[config.mk]
export PLATFORM = sky130hd
export DESIGN_NAME = emesh_tx_top
export DESIGN_NICKNAME = d
export VERILOG_FILES = /design/src/rtl/emesh_tx_pkg.sv /design/src/rtl/emesh_tx_top.sv /design/src/rtl/priority_arbiter.sv /design/src/rtl/tx_arbiter.sv /design/src/rtl/tx_cfg_apb.sv /design/src/rtl/tx_fifo.sv
export SDC_FILE = /design/constraint.sdc
export NUM_CORES = 1
export LEC_CHECK = 0
export BUFFER_PORTS_ARGS = -buffer_cell sky130_fd_sc_hd__buf_4
export CAP_MARGIN = 25
export CORE_ASPECT_RATIO = 1.1
export CORE_MARGIN = 3
export CORE_UTILIZATION = 35
export CTS_BUF_LIST = sky130_fd_sc_hd__clkbuf_16
export CTS_CLUSTER_DIAMETER = 100
export CTS_CLUSTER_SIZE = 24
export DETAILED_ROUTE_END_ITERATION = 16
export SKIP_CTS_REPAIR_TIMING = 1
export SYNTH_ARGS = -nofsm -noshare
export SYNTH_HDL_FRONTEND = slang
export SYNTH_HIERARCHICAL = 1
export SYNTH_SLANG_ARGS = --single-unit
export TNS_END_PERCENT = 50
[constraint.sdc]
create_clock -name clk -period 9.3 [get_ports clk]
set_clock_uncertainty 0.05 [all_clocks]
set_input_delay 0.93 -clock clk [delete_from_list [all_inputs] [get_ports clk]]
set_output_delay 0.93 -clock clk [all_outputs]
set_load 0.05 [all_outputs]
[src/rtl/emesh_tx_pkg.sv]
// Packet layout, stream indices, queue sizing and register map of the transmit path
package emesh_tx_pkg;

  // ############################
  // Packet layout
  // ############################

  // Full emesh packet width
  localparam int PW = 104;

  // Set for writes, clear for read requests and responses
  localparam int WRITE_BIT = 1;

  // Control mode field, bits 7 to 4
  localparam int CTRLMODE_LSB = 4;
  localparam int CTRLMODE_W = 4;

  // ############################
  // Streams and queues
  // ############################

  // Lower index wins arbitration
  localparam int NUM_CH = 3;
  localparam int CH_WR = 0;
  localparam int CH_RD = 1;
  localparam int CH_RR = 2;

  // Entries per stream queue
  localparam int FIFO_DEPTH = 4;
  localparam int PTR_W = $clog2(FIFO_DEPTH);
  // One extra bit so a full queue is distinct from empty
  localparam int CNT_W = PTR_W + 1;

  // ############################
  // Register map
  // ############################
  localparam logic [11:0] ADDR_CTRL = 12'h000;
  localparam logic [11:0] ADDR_STATUS = 12'h004;
  localparam logic [11:0] ADDR_COUNT = 12'h008;

  // Control register fields
  localparam int CTRL_EN_BIT = 0;
  localparam int CTRL_BYP_BIT = 1;
  localparam int CTRL_MODE_LSB = 4;

endpackage

[src/rtl/emesh_tx_top.sv]
// Transmit top: three stream queues, arbiter with output register, APB register block
`timescale 1ns/1ps

module emesh_tx_top import emesh_tx_pkg::*;
(
  input  logic          clk,
  input  logic          rst,
  // Host writes
  input  logic          txwr_access,
  input  logic [PW-1:0] txwr_packet,
  output logic          txwr_wait,
  // Host read requests
  input  logic          txrd_access,
  input  logic [PW-1:0] txrd_packet,
  output logic          txrd_wait,
  // Read responses
  input  logic          txrr_access,
  input  logic [PW-1:0] txrr_packet,
  output logic          txrr_wait,
  // Pin side
  output logic          etx_access,
  output logic [PW-1:0] etx_packet,
  output logic          etx_rr,
  input  logic          etx_wr_wait,
  input  logic          etx_rd_wait,
  // APB
  input  logic [11:0]   paddr,
  input  logic          psel,
  input  logic          penable,
  input  logic          pwrite,
  input  logic [31:0]   pwdata,
  output logic [31:0]   prdata,
  output logic          pready,
  output logic          pslverr
);

  logic [NUM_CH-1:0]     ch_valid;
  logic [NUM_CH-1:0]     ch_pop;
  logic [PW-1:0]         wr_head;
  logic [PW-1:0]         rd_head;
  logic [PW-1:0]         rr_head;
  logic                  sent;
  logic                  cfg_wait;
  logic                  ctrlmode_bypass;
  logic [CTRLMODE_W-1:0] ctrlmode;

  // ############################
  // Stream queues
  // ############################
  tx_fifo fifo_wr
  (
    .clk(clk), .rst(rst),
    .push_access(txwr_access), .push_packet(txwr_packet), .push_wait(txwr_wait),
    .pop(ch_pop[CH_WR]), .valid(ch_valid[CH_WR]), .head(wr_head)
  );

  tx_fifo fifo_rd
  (
    .clk(clk), .rst(rst),
    .push_access(txrd_access), .push_packet(txrd_packet), .push_wait(txrd_wait),
    .pop(ch_pop[CH_RD]), .valid(ch_valid[CH_RD]), .head(rd_head)
  );

  tx_fifo fifo_rr
  (
    .clk(clk), .rst(rst),
    .push_access(txrr_access), .push_packet(txrr_packet), .push_wait(txrr_wait),
    .pop(ch_pop[CH_RR]), .valid(ch_valid[CH_RR]), .head(rr_head)
  );

  // ############################
  // Arbiter and output register
  // ############################
  tx_arbiter u_arb
  (
    .clk(clk), .rst(rst),
    .ch_valid(ch_valid), .wr_head(wr_head), .rd_head(rd_head), .rr_head(rr_head),
    .ch_pop(ch_pop),
    .etx_wr_wait(etx_wr_wait), .etx_rd_wait(etx_rd_wait),
    .etx_access(etx_access), .etx_rr(etx_rr), .etx_packet(etx_packet),
    .cfg_wait(cfg_wait), .ctrlmode_bypass(ctrlmode_bypass), .ctrlmode(ctrlmode),
    .sent(sent)
  );

  // Register block
  tx_cfg_apb u_cfg
  (
    .clk(clk), .rst(rst),
    .paddr(paddr), .psel(psel), .penable(penable), .pwrite(pwrite),
    .pwdata(pwdata), .prdata(prdata), .pready(pready), .pslverr(pslverr),
    .ch_valid(ch_valid), .sent(sent),
    .cfg_wait(cfg_wait), .ctrlmode_bypass(ctrlmode_bypass), .ctrlmode(ctrlmode)
  );

endmodule

[src/rtl/priority_arbiter.sv]
// Fixed priority arbiter with grant and held-off flags per request
`timescale 1ns/1ps

module priority_arbiter import emesh_tx_pkg::*;
(
  input  logic [NUM_CH-1:0] request,
  output logic [NUM_CH-1:0] grant,
  output logic [NUM_CH-1:0] await
);

  // Running OR of all higher ranked requests
  logic [NUM_CH-1:0] higher;

  always_comb
  begin
    higher = '0;
    for (int i = 1; i < NUM_CH; i++)
    begin
      higher[i] = higher[i-1] | request[i-1];
    end
  end

  // ############################
  // Grant and hold-off
  // ############################

  // Lowest index active request wins
  assign grant = request & ~higher;

  // Active but blocked by a higher ranked stream
  assign await = request & higher;

endmodule

[src/rtl/tx_arbiter.sv]
// Control mode insertion, stream arbitration, packet mux and stalling output register
`timescale 1ns/1ps

module tx_arbiter import emesh_tx_pkg::*;
(
  input  logic                  clk,
  input  logic                  rst,
  // Queue heads
  input  logic [NUM_CH-1:0]     ch_valid,
  input  logic [PW-1:0]         wr_head,
  input  logic [PW-1:0]         rd_head,
  input  logic [PW-1:0]         rr_head,
  output logic [NUM_CH-1:0]     ch_pop,
  // Pin side
  input  logic                  etx_wr_wait,
  input  logic                  etx_rd_wait,
  output logic                  etx_access,
  output logic                  etx_rr,
  output logic [PW-1:0]         etx_packet,
  // Configuration
  input  logic                  cfg_wait,
  input  logic                  ctrlmode_bypass,
  input  logic [CTRLMODE_W-1:0] ctrlmode,
  // Handoff pulse for the send counter
  output logic                  sent
);

  logic [PW-1:0]     wr_data;
  logic [PW-1:0]     rd_data;
  logic [PW-1:0]     mux_packet;
  logic [NUM_CH-1:0] request;
  logic [NUM_CH-1:0] grant;
  logic              any_grant;
  logic              held_wait;
  logic              handoff;
  logic              load_ok;

  // ############################
  // Control mode insertion
  // ############################

  // Writes and read requests take the configured mode
  always_comb
  begin
    wr_data = wr_head;
    rd_data = rd_head;
    if (ctrlmode_bypass)
    begin
      wr_data[CTRLMODE_LSB +: CTRLMODE_W] = ctrlmode;
      rd_data[CTRLMODE_LSB +: CTRLMODE_W] = ctrlmode;
    end
  end

  // ############################
  // Arbitration
  // ############################

  // Configuration wait blocks every stream
  assign request = ch_valid & {NUM_CH{~cfg_wait}};

  // Fixed priority over the masked requests
  priority_arbiter u_prio
  (
    .request (request),
    .grant   (grant),
    .await   ()
  );

  assign any_grant = |grant;

  // One-hot AND-OR mux
  assign mux_packet = ({PW{grant[CH_WR]}} & wr_data)
                    | ({PW{grant[CH_RD]}} & rd_data)
                    | ({PW{grant[CH_RR]}} & rr_head);

  // ############################
  // Output stage
  // ############################

  // Held packet stalls on the wait of its own direction
  assign held_wait = etx_packet[WRITE_BIT] ? etx_wr_wait : etx_rd_wait;
  assign handoff = etx_access & ~held_wait;

  // Empty, or emptying this cycle
  assign load_ok = ~etx_access | handoff;

  // Head leaves its queue in the same cycle it is loaded
  assign ch_pop = grant & {NUM_CH{load_ok}};

  assign sent = handoff;

  // Access and stream marker
  always_ff @(posedge clk)
  begin
    if (rst)
    begin
      etx_access <= 1'b0;
      etx_rr     <= 1'b0;
    end
    else if (load_ok)
    begin
      etx_access <= any_grant;
      etx_rr     <= grant[CH_RR];
    end
  end

  // Payload only moves on a real load
  always_ff @(posedge clk)
  begin
    if (load_ok && any_grant)
    begin
      etx_packet <= mux_packet;
    end
  end

endmodule

[src/rtl/tx_cfg_apb.sv]
// APB register block: control, queue status, sent-packet counter, configuration wait
`timescale 1ns/1ps

module tx_cfg_apb import emesh_tx_pkg::*;
(
  input  logic                  clk,
  input  logic                  rst,
  // APB slave
  input  logic [11:0]           paddr,
  input  logic                  psel,
  input  logic                  penable,
  input  logic                  pwrite,
  input  logic [31:0]           pwdata,
  output logic [31:0]           prdata,
  output logic                  pready,
  output logic                  pslverr,
  // Datapath status
  input  logic [NUM_CH-1:0]     ch_valid,
  input  logic                  sent,
  // Settings out
  output logic                  cfg_wait,
  output logic                  ctrlmode_bypass,
  output logic [CTRLMODE_W-1:0] ctrlmode
);

  logic        tx_enable;
  logic [31:0] sent_count;
  logic        addr_hit;
  logic        wr_en;
  logic        rd_en;

  // ############################
  // APB decode
  // ############################
  assign addr_hit = (paddr == ADDR_CTRL) || (paddr == ADDR_STATUS)
                 || (paddr == ADDR_COUNT);

  // Zero wait states
  assign pready = 1'b1;
  assign wr_en = psel & penable & pwrite;
  assign rd_en = psel & ~pwrite;
  assign pslverr = psel & penable & ~addr_hit;

  // Transmit disabled halts all streams
  assign cfg_wait = ~tx_enable;

  // Control register
  always_ff @(posedge clk)
  begin
    if (rst)
    begin
      tx_enable       <= 1'b0;
      ctrlmode_bypass <= 1'b0;
      ctrlmode        <= '0;
    end
    else if (wr_en && (paddr == ADDR_CTRL))
    begin
      tx_enable       <= pwdata[CTRL_EN_BIT];
      ctrlmode_bypass <= pwdata[CTRL_BYP_BIT];
      ctrlmode        <= pwdata[CTRL_MODE_LSB +: CTRLMODE_W];
    end
  end

  // Sent counter cleared by any write even during a handoff
  always_ff @(posedge clk)
  begin
    if (rst)
    begin
      sent_count <= '0;
    end
    else if (wr_en && (paddr == ADDR_COUNT))
    begin
      sent_count <= '0;
    end
    else if (sent)
    begin
      sent_count <= sent_count + 1'b1;
    end
  end

  // ############################
  // Read mux
  // ############################
  always_comb
  begin
    prdata = '0;
    if (rd_en)
    begin
      case (paddr)
        ADDR_CTRL:
        begin
          prdata[CTRL_EN_BIT]                      = tx_enable;
          prdata[CTRL_BYP_BIT]                     = ctrlmode_bypass;
          prdata[CTRL_MODE_LSB +: CTRLMODE_W]      = ctrlmode;
        end
        ADDR_STATUS: prdata[NUM_CH-1:0] = ch_valid;
        ADDR_COUNT:  prdata = sent_count;
        default:     prdata = '0;
      endcase
    end
  end

endmodule

[src/rtl/tx_fifo.sv]
// Stream queue: access/wait push side, valid/pop read side
`timescale 1ns/1ps

module tx_fifo import emesh_tx_pkg::*;
(
  input  logic          clk,
  input  logic          rst,
  // Push side from the stream source
  input  logic          push_access,
  input  logic [PW-1:0] push_packet,
  output logic          push_wait,
  // Read side towards the arbiter
  input  logic          pop,
  output logic          valid,
  output logic [PW-1:0] head
);

  // Entry storage
  logic [PW-1:0]    mem [FIFO_DEPTH];
  logic [PTR_W-1:0] wr_ptr;
  logic [PTR_W-1:0] rd_ptr;
  logic [CNT_W-1:0] count;
  logic             full;
  logic             do_push;
  logic             do_pop;

  assign full = (count == CNT_W'(FIFO_DEPTH));
  assign valid = (count != '0);
  assign head = mem[rd_ptr];

  // Pop only ever removes a real entry
  assign do_pop = pop & valid;

  // Full queue still takes a packet when the head leaves this cycle
  assign push_wait = full & ~do_pop;
  assign do_push = push_access & ~push_wait;

  // ############################
  // Storage
  // ############################
  always_ff @(posedge clk)
  begin
    if (do_push)
    begin
      mem[wr_ptr] <= push_packet;
    end
  end

  // ############################
  // Pointers and fill count
  // ############################
  always_ff @(posedge clk)
  begin
    if (rst)
    begin
      wr_ptr <= '0;
      rd_ptr <= '0;
      count  <= '0;
    end
    else
    begin
      // Depth is a power of two so pointers wrap naturally
      if (do_push)
      begin
        wr_ptr <= wr_ptr + 1'b1;
      end
      if (do_pop)
      begin
        rd_ptr <= rd_ptr + 1'b1;
      end
      case ({do_push, do_pop})
        2'b10:   count <= count + 1'b1;
        2'b01:   count <= count - 1'b1;
        default: count <= count;
      endcase
    end
  end

endmodule

; Word level (Yosys, flattened, before mapping)
; Memory sizes are Yosys's and may differ from the RTL's. A register that Yosys moved wholly into a read port is not among the register bits.
; Index checks and enable logic that the tools add are counted.
[totals]
reg_bits = 165
mem_bits_rw = 1248
out_inout_bits = 143
word_cells = 116
memories = 3
[memory_table]
columns = name, words, width, rd, rd_ports_with_merged_regs, write_ports, line
row1 = fifo_rd.mem, 4, 104, 1, 1, 1, tx_fifo.sv:19  ; logic [PW-1:0] mem [FIFO_DEPTH];
row2 = fifo_rr.mem, 4, 104, 1, 1, 1, tx_fifo.sv:19
row3 = fifo_wr.mem, 4, 104, 1, 1, 1, tx_fifo.sv:19
[op_classes]
n_addsub = 13
eq_ne = 11
mux = 24
bitwise_logic = 35
reduce_logical = 14
[op_table]
columns = cell, n
row1 = $and A104 B104 Y104, 3
row2 = $or A104 B104 Y104, 2
row3 = $add A32 B1 Y32 const B, 1
row4 = $mux W32, 1
row5 = $mux W24, 1
row6 = $pmux W3 S2, 3
row7 = $and A1 B1 Y1, 14
row8 = $add A2 B1 Y2 const B, 6
row9 = $eq A12 B3 Y1 const B, 1
row10 = $eq A12 B4 Y1 const B, 1
row11 = $logic_not A12 Y1, 1
row12 = $mux W2, 6
row13 = $not A1 Y1, 10
row14 = $add A3 B1 Y3 const B, 3
row15 = $and A3 B3 Y3, 3
row16 = $eq A3 B3 Y1 const B, 3
row17 = $reduce_bool A3 Y1, 3
row18 = $sub A3 B1 Y3 const B, 3
row19 = $mux W1, 8
row20 = $mux W4, 2
row21 = $pmux W4 S2, 1
row22 = $eq A2 B1 Y1 const B, 3
row23 = $eq A2 B2 Y1 const B, 3
row24 = $pmux W2 S3, 1
row25 = other kinds (8), 14

; Logic depth before layout (Yosys ltp)
; Gate-level depths: netlist (run 1).
[logic_depth]
depth_word = 13
mapped_depth = 14

; Modules after synthesis
; Netlist (run 1), hierarchy kept.
[modules_own_cells]
columns = module, instances, cells_each, area_per_inst_um2
row1 = tx_fifo, 3, 601, 15539.9
row2 = tx_arbiter, 1, 375, 5041.1
row3 = tx_cfg_apb, 1, 278, 2209.6
row4 = priority_arbiter, 1, 7, 51.3

; Worst setup path after synthesis (run 1)
; No wires, ideal clock.
[synth_timing]
path_type = register -> register
start = register fifo_rd.count[0]
end = register u_arb.etx_packet[0] (enable)
arrival_ns = 6.538
required_ns = 8.648
slack_ns = 2.111
stages_incl_launch_ff = 9
synth_period_minus_slack_ns = 7.189
path_cell_list = dfxtp_1 > buf_6 > or3_1 > nor2b_1 > nor3b_2 > buf_2 > buf_2 > nor3_1 > a21oi_1
[synth_via]
elab_chain_len = 7
[synth_rtl]
columns = element, line
row1 = start: declaration, tx_fifo.sv:22  ; logic [CNT_W-1:0] count;
row2 = start signal: assignment, tx_fifo.sv:72  ; 2'b10: count <= count + 1'b1;
row3 = start signal: assignment, tx_fifo.sv:73  ; 2'b01: count <= count - 1'b1;
row4 = start signal: assignment, tx_fifo.sv:74  ; default: count <= count;
row5 = $reduce_bool A3 Y1, tx_fifo.sv:28  ; assign valid = (count != '0);
row6 = named net ch_valid[1], emesh_tx_top.sv:37  ; logic [NUM_CH-1:0] ch_valid;
row7 = $and A3 B3 Y3, tx_arbiter.sv:59  ; assign request = ch_valid & {NUM_CH{~cfg_wait}};
row8 = named net u_arb.request[1], tx_arbiter.sv:31  ; logic [NUM_CH-1:0] request;
row9 = $or A1 B1 Y1, priority_arbiter.sv:19  ; higher[i] = higher[i-1] | request[i-1];
row10 = $not A3 Y3, priority_arbiter.sv:28  ; assign grant = request & ~higher;
row11 = $and A3 B3 Y3, priority_arbiter.sv:28
row12 = named net u_arb.grant[2], tx_arbiter.sv:32  ; logic [NUM_CH-1:0] grant;
row13 = $reduce_or A3 Y1, tx_arbiter.sv:69  ; assign any_grant = |grant;
row14 = $logic_and A1 B1 Y1, tx_arbiter.sv:110  ; if (load_ok && any_grant)
row15 = end signal: assignment, tx_arbiter.sv:112  ; etx_packet <= mux_packet;
row16 = end: declaration, tx_arbiter.sv:19  ; output logic [PW-1:0] etx_packet,
; The timed path passes the listed nets, and every way through them passes these cells.
; A chain may end at the register's enable or synchronous reset.

; Final worst setup path (run 1)
[layout_timing]
start = register fifo_wr.count[0]
end = memory fifo_rr.mem[2][52] (enable)
[layout_via]
elab_chain_len = 13
[layout_rtl]
columns = element, line
row1 = start: declaration, tx_fifo.sv:22
row2 = start signal: assignment, tx_fifo.sv:72
row3 = start signal: assignment, tx_fifo.sv:73
row4 = start signal: assignment, tx_fifo.sv:74
row5 = $reduce_bool A3 Y1, tx_fifo.sv:28
row6 = named net ch_valid[0], emesh_tx_top.sv:37
row7 = $and A3 B3 Y3, tx_arbiter.sv:59
row8 = named net u_arb.request[0], tx_arbiter.sv:31
row9 = $or A1 B1 Y1, priority_arbiter.sv:19
row10 = $not A3 Y3, priority_arbiter.sv:28
row11 = $and A3 B3 Y3, priority_arbiter.sv:28
row12 = named net u_arb.grant[2], tx_arbiter.sv:32
row13 = $and A3 B3 Y3, tx_arbiter.sv:88  ; assign ch_pop = grant & {NUM_CH{load_ok}};
row14 = named net ch_pop[2], emesh_tx_top.sv:38  ; logic [NUM_CH-1:0] ch_pop;
row15 = $and A1 B1 Y1, tx_fifo.sv:32  ; assign do_pop = pop & valid;
row16 = $not A1 Y1, tx_fifo.sv:35  ; assign push_wait = full & ~do_pop;
row17 = $and A1 B1 Y1, tx_fifo.sv:35
row18 = $not A1 Y1, tx_fifo.sv:36  ; assign do_push = push_access & ~push_wait;
row19 = $and A1 B1 Y1, tx_fifo.sv:36
row20 = $mux W1, tx_fifo.sv:43  ; if (do_push)
row21 = $mux W1 (implied by the code), tx_fifo.sv:45  ; mem[wr_ptr] <= push_packet;
row22 = end: declaration, tx_fifo.sv:19
; The timed path passes the listed nets, and every way through them passes these cells.

==> results of run 1 <==
## routing by layer
| layer | up-vias | track usage, % |
|---|---|---|
| met2 | 832 | 29.65 |
| met1 | 14000 | 21.97 |
| met5 | - | 0 |
| met4 | 32 | 4.793 |
| met3 | 165 | 4.554 |
| li1 | 11150 | - |
## state kept, by name, indices dropped and copies added, names as in the netlist, 2 cells and up, named ones only
| signal | flops |
|---|---|
| fifo_rd/mem | 416 |
| fifo_rr/mem | 416 |
| fifo_wr/mem | 416 |
| u_arb/etx_packet | 104 |
| u_cfg/sent_count | 32 |
| u_cfg/ctrlmode | 4 |
| fifo_rd/count | 3 |
| fifo_rr/count | 3 |
| fifo_wr/count | 3 |
| fifo_rd/rd_ptr | 2 |
| fifo_rd/wr_ptr | 2 |
| fifo_rr/rd_ptr | 2 |
| fifo_rr/wr_ptr | 2 |
| fifo_wr/rd_ptr | 2 |
| fifo_wr/wr_ptr | 2 |
## power groups by stage
stage	combinational (mW)	sequential [mW]	clock, mW
final	0.581	7.33	3.51
after global routing	0.628	7.35	3.86
after CTS	0.598	7.33	3.65
after detailed placement	0.597	7.48	0
after global placement	0.587	7.47	0
after floorplan	0.259	7.48	0
## final cells by class
cell class                 instances  area, sq um  share of cell area [%]
clock buffer                      75         1877                   3.033
antenna                           24        60.06                 0.09706
multi-input combinational        778        10690                   17.27
timing repair buffer             529         4025                   6.505
sequential                      1419        41960                   67.81
inverter                         126        473.0                  0.7643
clock inverter                    19        226.5                  0.3660
tap                             2052         2567                   4.149
## path summary, 6_finish.rpt
path                                              to  cells past startpoint  slack [ps]            startpoint
worst min-delay path              fifo_wr/mem[0][11]                      1         390       txwr_packet[11]
worst min register to register  u_cfg/sent_count[22]                      2         450  u_cfg/sent_count[22]
worst max register to register    fifo_rr/mem[2][52]                      8        5070      fifo_wr/count[0]
worst max-delay path              fifo_rr/mem[2][52]                      8        5070      fifo_wr/count[0]
## critical path, cell delays in order, from the launching register on
cell and delay [ps]:
dfxtp_1 410, or3_1 400, nor2b_4 210, nor3b_4 360, and2_1 350, nor4b_4 90
nor2b_1 450, and2_4 890, buf_4 600
## metrics by stage
stage	cell area, sq um	hold slack (ps)	instances	setup WS, ps
3_5_place_dp	59700	440.1	4903	4743
4_1_cts	61800	296.9	4997	4944
5_1_grt	61840	320.4	5008	4752
2_1_floorplan	53900	405.7	2459	2131
3_3_place_gp	59680	433.9	4902	4762
6_report	61880	386.3	5022	5071
## layout by cell type (no fill, tap or decap), drive strengths merged, types with 12 or more instances in the layout
cell type	count
mux2	12
buf	529
edfxtp	1352
nand3	16
mux4	312
and2	37
a222oi	104
clkbuf	75
dfxtp	67
xor2	15
nor2b	12
a21oi	27
diode	24
nand2	20
ha	13
mux2i	12
inv	137
xnor2	14
nand4	16
or4	12
o31ai	12
nor2	46
==> impl_metrics.csv, run 1 <==
group,metric,value,unit
outcome,status,"completed",
clocking,clkTransAtPathRegs,100,ps
detailed_routing,vias,26180,
synth,syn_avg_cell_area,21.92,sq um
synth,synth_area,0.05390,sq mm
sta,hold_violations,0,
die,core_region_area,0.1524,sq mm
pwr,power.leakage,19.91,nW
sta,finalCriticalPeriod,4229,ps
detailed_routing,vias_per_cell,5.212,
setup_path,worstPathArrival,4510,ps
die,die_w,380.2,um
sta,fin_crit_sh,45.47,%
setup_path,worstSetupPathType,"reg -> reg",
setup_path,cp_max_fo,49,
synth,syn_nets,2841,
pwr,ir_worst_vdd,141.8,uV
hold_path,worstHoldPathType,"in -> reg",
sta,fin_tns_setup,0,ps
detailed_routing,drt_pass1_iterations,6,
final_layout,nets,3309,
detailed_routing,drtIter0Drc,2254,
setup_path,crit_required,9580,ps
final_layout,syn_to_final_growth,14.81,%
clocking,root_buffer,"clkbuf_16",
die,die_h,417.6,um
place,port_buffers,481,
clocking,numCtsBuffers,73,
pwr,p_int,9.008,mW
synth,synthCells,2459,
setup_path,worstSetupEndpointType,"register",
detailed_routing,dr_wl_met2,71.51,mm
detailed_routing,dr_wl_met3,9.987,mm
pwr,seqPwrFrac,64.2,%
place,dpl.hpwl,86.08,mm
sta,slew_headroom,27.37,%
final_layout,fill_cells,13600,
final_layout,drive_above_1_share,33.44,%
sta,setup_viol,0,
flow_run,drv_cap,0,
global_routing,grt_pass1_vias,27130,
sta,fmax,236.5,MHz
clocking,clock_path_buffers,3,
die,io_pins,509,
global_routing,antenna_found_initial,42,
pwr,switching_power,2.416,mW
pwr,combPwrFrac,5.1,%
global_routing,grt_first_pass_wirelength,199.1,mm
global_routing,grt_overflow_total,0,
sta,slew_viol_final,0,
clocking,clk_latency,680,ps
setup_path,critPathLaunchType,"register",
clocking,ctsHtreeMaxLevel,3,
detailed_routing,ant_nets,0,
detailed_routing,drc,0,
global_routing,grt_max_degree,86,
die,start_util,35.37,%
final_layout,finish.utilization,40.60,%
sta,rsz0062_at_grt,"no",
synth,yosysWarnings,6,
die,die-area,0.1587,sq mm
die,rows,150,
detailed_routing,maxUsedRoutingLayer,"met5",
pwr,power,11.42,mW
global_routing,grt.total_usage,17.38,%
detailed_routing,wl_per_cell,27.89,um
detailed_routing,met1Wirelength,55.51,mm
clocking,numClockSinks,1419,
pwr,cellPowerDensity,184.6,mW/mm^2
sta,worst_pin_slew,1089,ps
pwr,switching_share,21.15,%
clocking,cts_tree,"done",
place,globalplace.congestion,0.7270,
pwr,clockPowerShare,30.8,%
detailed_routing,routed_wirelength,140.1,mm
Power figures use the tool's default switching activity.
==> inputs of run 2 (changes only) <==
Clock period 9.3 ns to 3.9 ns, I/O delays scaled along.
==> run 2 against run 1 <==
Effect of this change: global-route usage shrank 0.43 points; non-clock buffer count grew 366; fmax grew 24%; clock power grew 140%; hold slack lost 300 ps; sequential power grew 140%; design area grew 6.6%; critical path type unchanged; critical endpoint is now fifo_rr/mem[3][48]; highest routed layer unchanged.
==> impl_metrics.csv, run 2 (synthesis gave the netlist of run 1 again) <==
group,metric,value,unit
global_routing,grt.total_usage,16.95,%
sta,fin_tns_setup,0,ps
setup_path,worstSetupEndpointType,"register",
detailed_routing,met1Wirelength,57.31,mm
sta,setup_viol,0,
pwr,power.leakage,21.62,nW
final_layout,fill_cells,13270,
detailed_routing,vias,27450,
detailed_routing,drtIter0Drc,2578,
die,die-area,0.1587,sq mm
clocking,ctsHtreeMaxLevel,3,
sta,fmax,292.3,MHz
pwr,clockPowerShare,30.1,%
clocking,clk_latency,690,ps
final_layout,nets,3674,
place,port_buffers,481,
global_routing,grt_overflow_total,0,
setup_path,critPathLaunchType,"register",
detailed_routing,vias_per_cell,5.099,
final_layout,drive_above_1_share,31.19,%
setup_path,cp_top_family,"simple AND/OR/NAND/NOR gates",
sta,finalCriticalPeriod,3421,ps
detailed_routing,dr_wl_met3,6.809,mm
setup_path,crit_buf_inv,2,
sta,hold_violations,0,
detailed_routing,drc,0,
place,preCtsSetupSlack,458.7,ps
sta,worst_slack,479.1,ps
detailed_routing,dr_wl_met2,71.21,mm
clocking,numClockSinks,1419,
global_routing,grt_max_degree,107,
setup_path,crit_path_top_delay_cell,"and2_4",
detailed_routing,wl_per_cell,25.51,um
final_layout,final_common_cell,"edfxtp_1",
sta,rsz0062_at_grt,"no",
die,core_region_area,0.1524,sq mm
setup_path,worstPathArrival,3760,ps
sta,slew_headroom,42.85,%
hold_path,worstHoldPathType,"in -> reg",
final_layout,fin_area,0.06595,sq mm
global_routing,grt_first_pass_wirelength,195.9,mm
place,place_area,0.06065,sq mm
detailed_routing,ant_nets,0,
global_routing,antenna_found_initial,21,
clocking,numCtsBuffers,72,
outcome,status,"completed",
pwr,ir_worst_vdd,336.4,uV
setup_path,cp_slowest_stage_delay,470,ps
clocking,clkTransAtPathRegs,100,ps
sta,fin_crit_sh,87.72,%
clocking,clock_path_buffers,3,
clocking,cts_tree,"done",
pwr,cellPowerDensity,417.4,mW/mm^2
detailed_routing,routed_wirelength,137.3,mm
die,die_h,417.6,um
pwr,switching_power,5.814,mW
final_layout,top_regs,"fifo_rd/mem: 416 flops, fifo_rr/mem: 416 flops, fifo_wr/mem: 416 flops",
detailed_routing,drt_pass1_iterations,9,
detailed_routing,maxUsedRoutingLayer,"met5",
clocking,root_buffer,"clkbuf_16",
place,globalplace.congestion,0.7410,
setup_path,worstSetupPathType,"reg -> reg",
setup_path,cp_max_fo,18,
pwr,switching_share,21.12,%
setup_path,crit_required,4240,ps
place,dpl.hpwl,88.40,mm
sta,worst_pin_slew,857.2,ps
flow_run,drv_cap,0,
die,io_pins,509,
pwr,seqPwrFrac,63.5,%
die,start_util,35.37,%
global_routing,grt_pass1_vias,27220,
final_layout,syn_to_final_growth,22.37,%
sta,slew_viol_final,0,
pwr,combPwrFrac,6.4,%
die,rows,150,
setup_path,path_cells,"or3_1 > nor2b_1 > nor3b_4 > and2_1 > nor4b_4 > nor2b_1 > and2_4 > buf_12 > buf_12",
pwr,power,27.53,mW
final_layout,mostFrequentLayoutCells,"1352 x edfxtp_1, 527 x buf_4, 318 x dlygate4sd3_1",
die,die_w,380.2,um
pwr,p_int,21.72,mW
-- run 2: cell count changes in the layout (fill, tap and decap cells not counted), sizes merged --
cell,change
diode,-8
bufinv,+1
dlygate4sd3,+318
buf,+48
clkinvlp,+2
inv,+2
clkbuf,-2
-- run 2: path summary, 6_finish.rpt --
check	from	cells past startpoint	slack, ps	end
max	fifo_rd/count[0]	9	480	fifo_rr/mem[3][48]
min reg2reg	u_cfg/sent_count[29]	2	450	u_cfg/sent_count[29]
max reg2reg	fifo_rd/count[0]	9	480	fifo_rr/mem[3][48]
min	rst	2	80	fifo_rr/rd_ptr[0]
-- run 2: area by class of cell --
| cell class | instances | area (sq um) | area share [%] |
|---|---|---|---|
| clock buffer | 73 | 1827 | 2.770 |
| inverter | 126 | 473.0 | 0.7171 |
| multi-input combinational | 778 | 10690 | 16.20 |
| sequential | 1419 | 41960 | 63.62 |
| antenna | 16 | 40.04 | 0.06071 |
| timing repair buffer | 895 | 8140 | 12.34 |
| clock inverter | 24 | 256.5 | 0.3889 |
| tap | 2052 | 2567 | 3.893 |
-- run 2: worst reg2reg max path, stage by stage (launching register included) --
cell     delay, ps
dfxtp_1        410
or3_1          420
nor2b_1        190
nor3b_4        250
and2_1         330
nor4b_4         90
nor2b_1        450
and2_4         480
buf_12         220
buf_12         210
-- run 2: per-stage QoR --
| step | utilization [%] | cells | hold slack (ps) |
|---|---|---|---|
| after floorplan | - | 2459 | 405.7 |
| after global placement | 39.80 | 4952 | 434.4 |
| after detailed placement | 39.80 | 4952 | 437.0 |
| after CTS | 41.16 | 5049 | -253.6 |
| after global routing | 43.27 | 5376 | 57.31 |
| final | 43.28 | 5383 | 81.92 |
-- run 2: per-layer routing --
layer / up-vias / track usage (%)
li1: 11870 / -
met3: 121 / 3.379
met5: - / 0
met2: 756 / 29.43
met1: 14680 / 21.98
met4: 14 / 3.993
-- run 2: power by group through the flow --
stage	registers, mW	logic, mW	clock network (mW)
after floorplan	17.8	0.622	0
after global placement	17.8	1.47	0
after detailed placement	17.8	1.50	0
after CTS	17.5	1.51	8.58
after global routing	17.5	1.89	9.09
final	17.5	1.76	8.30
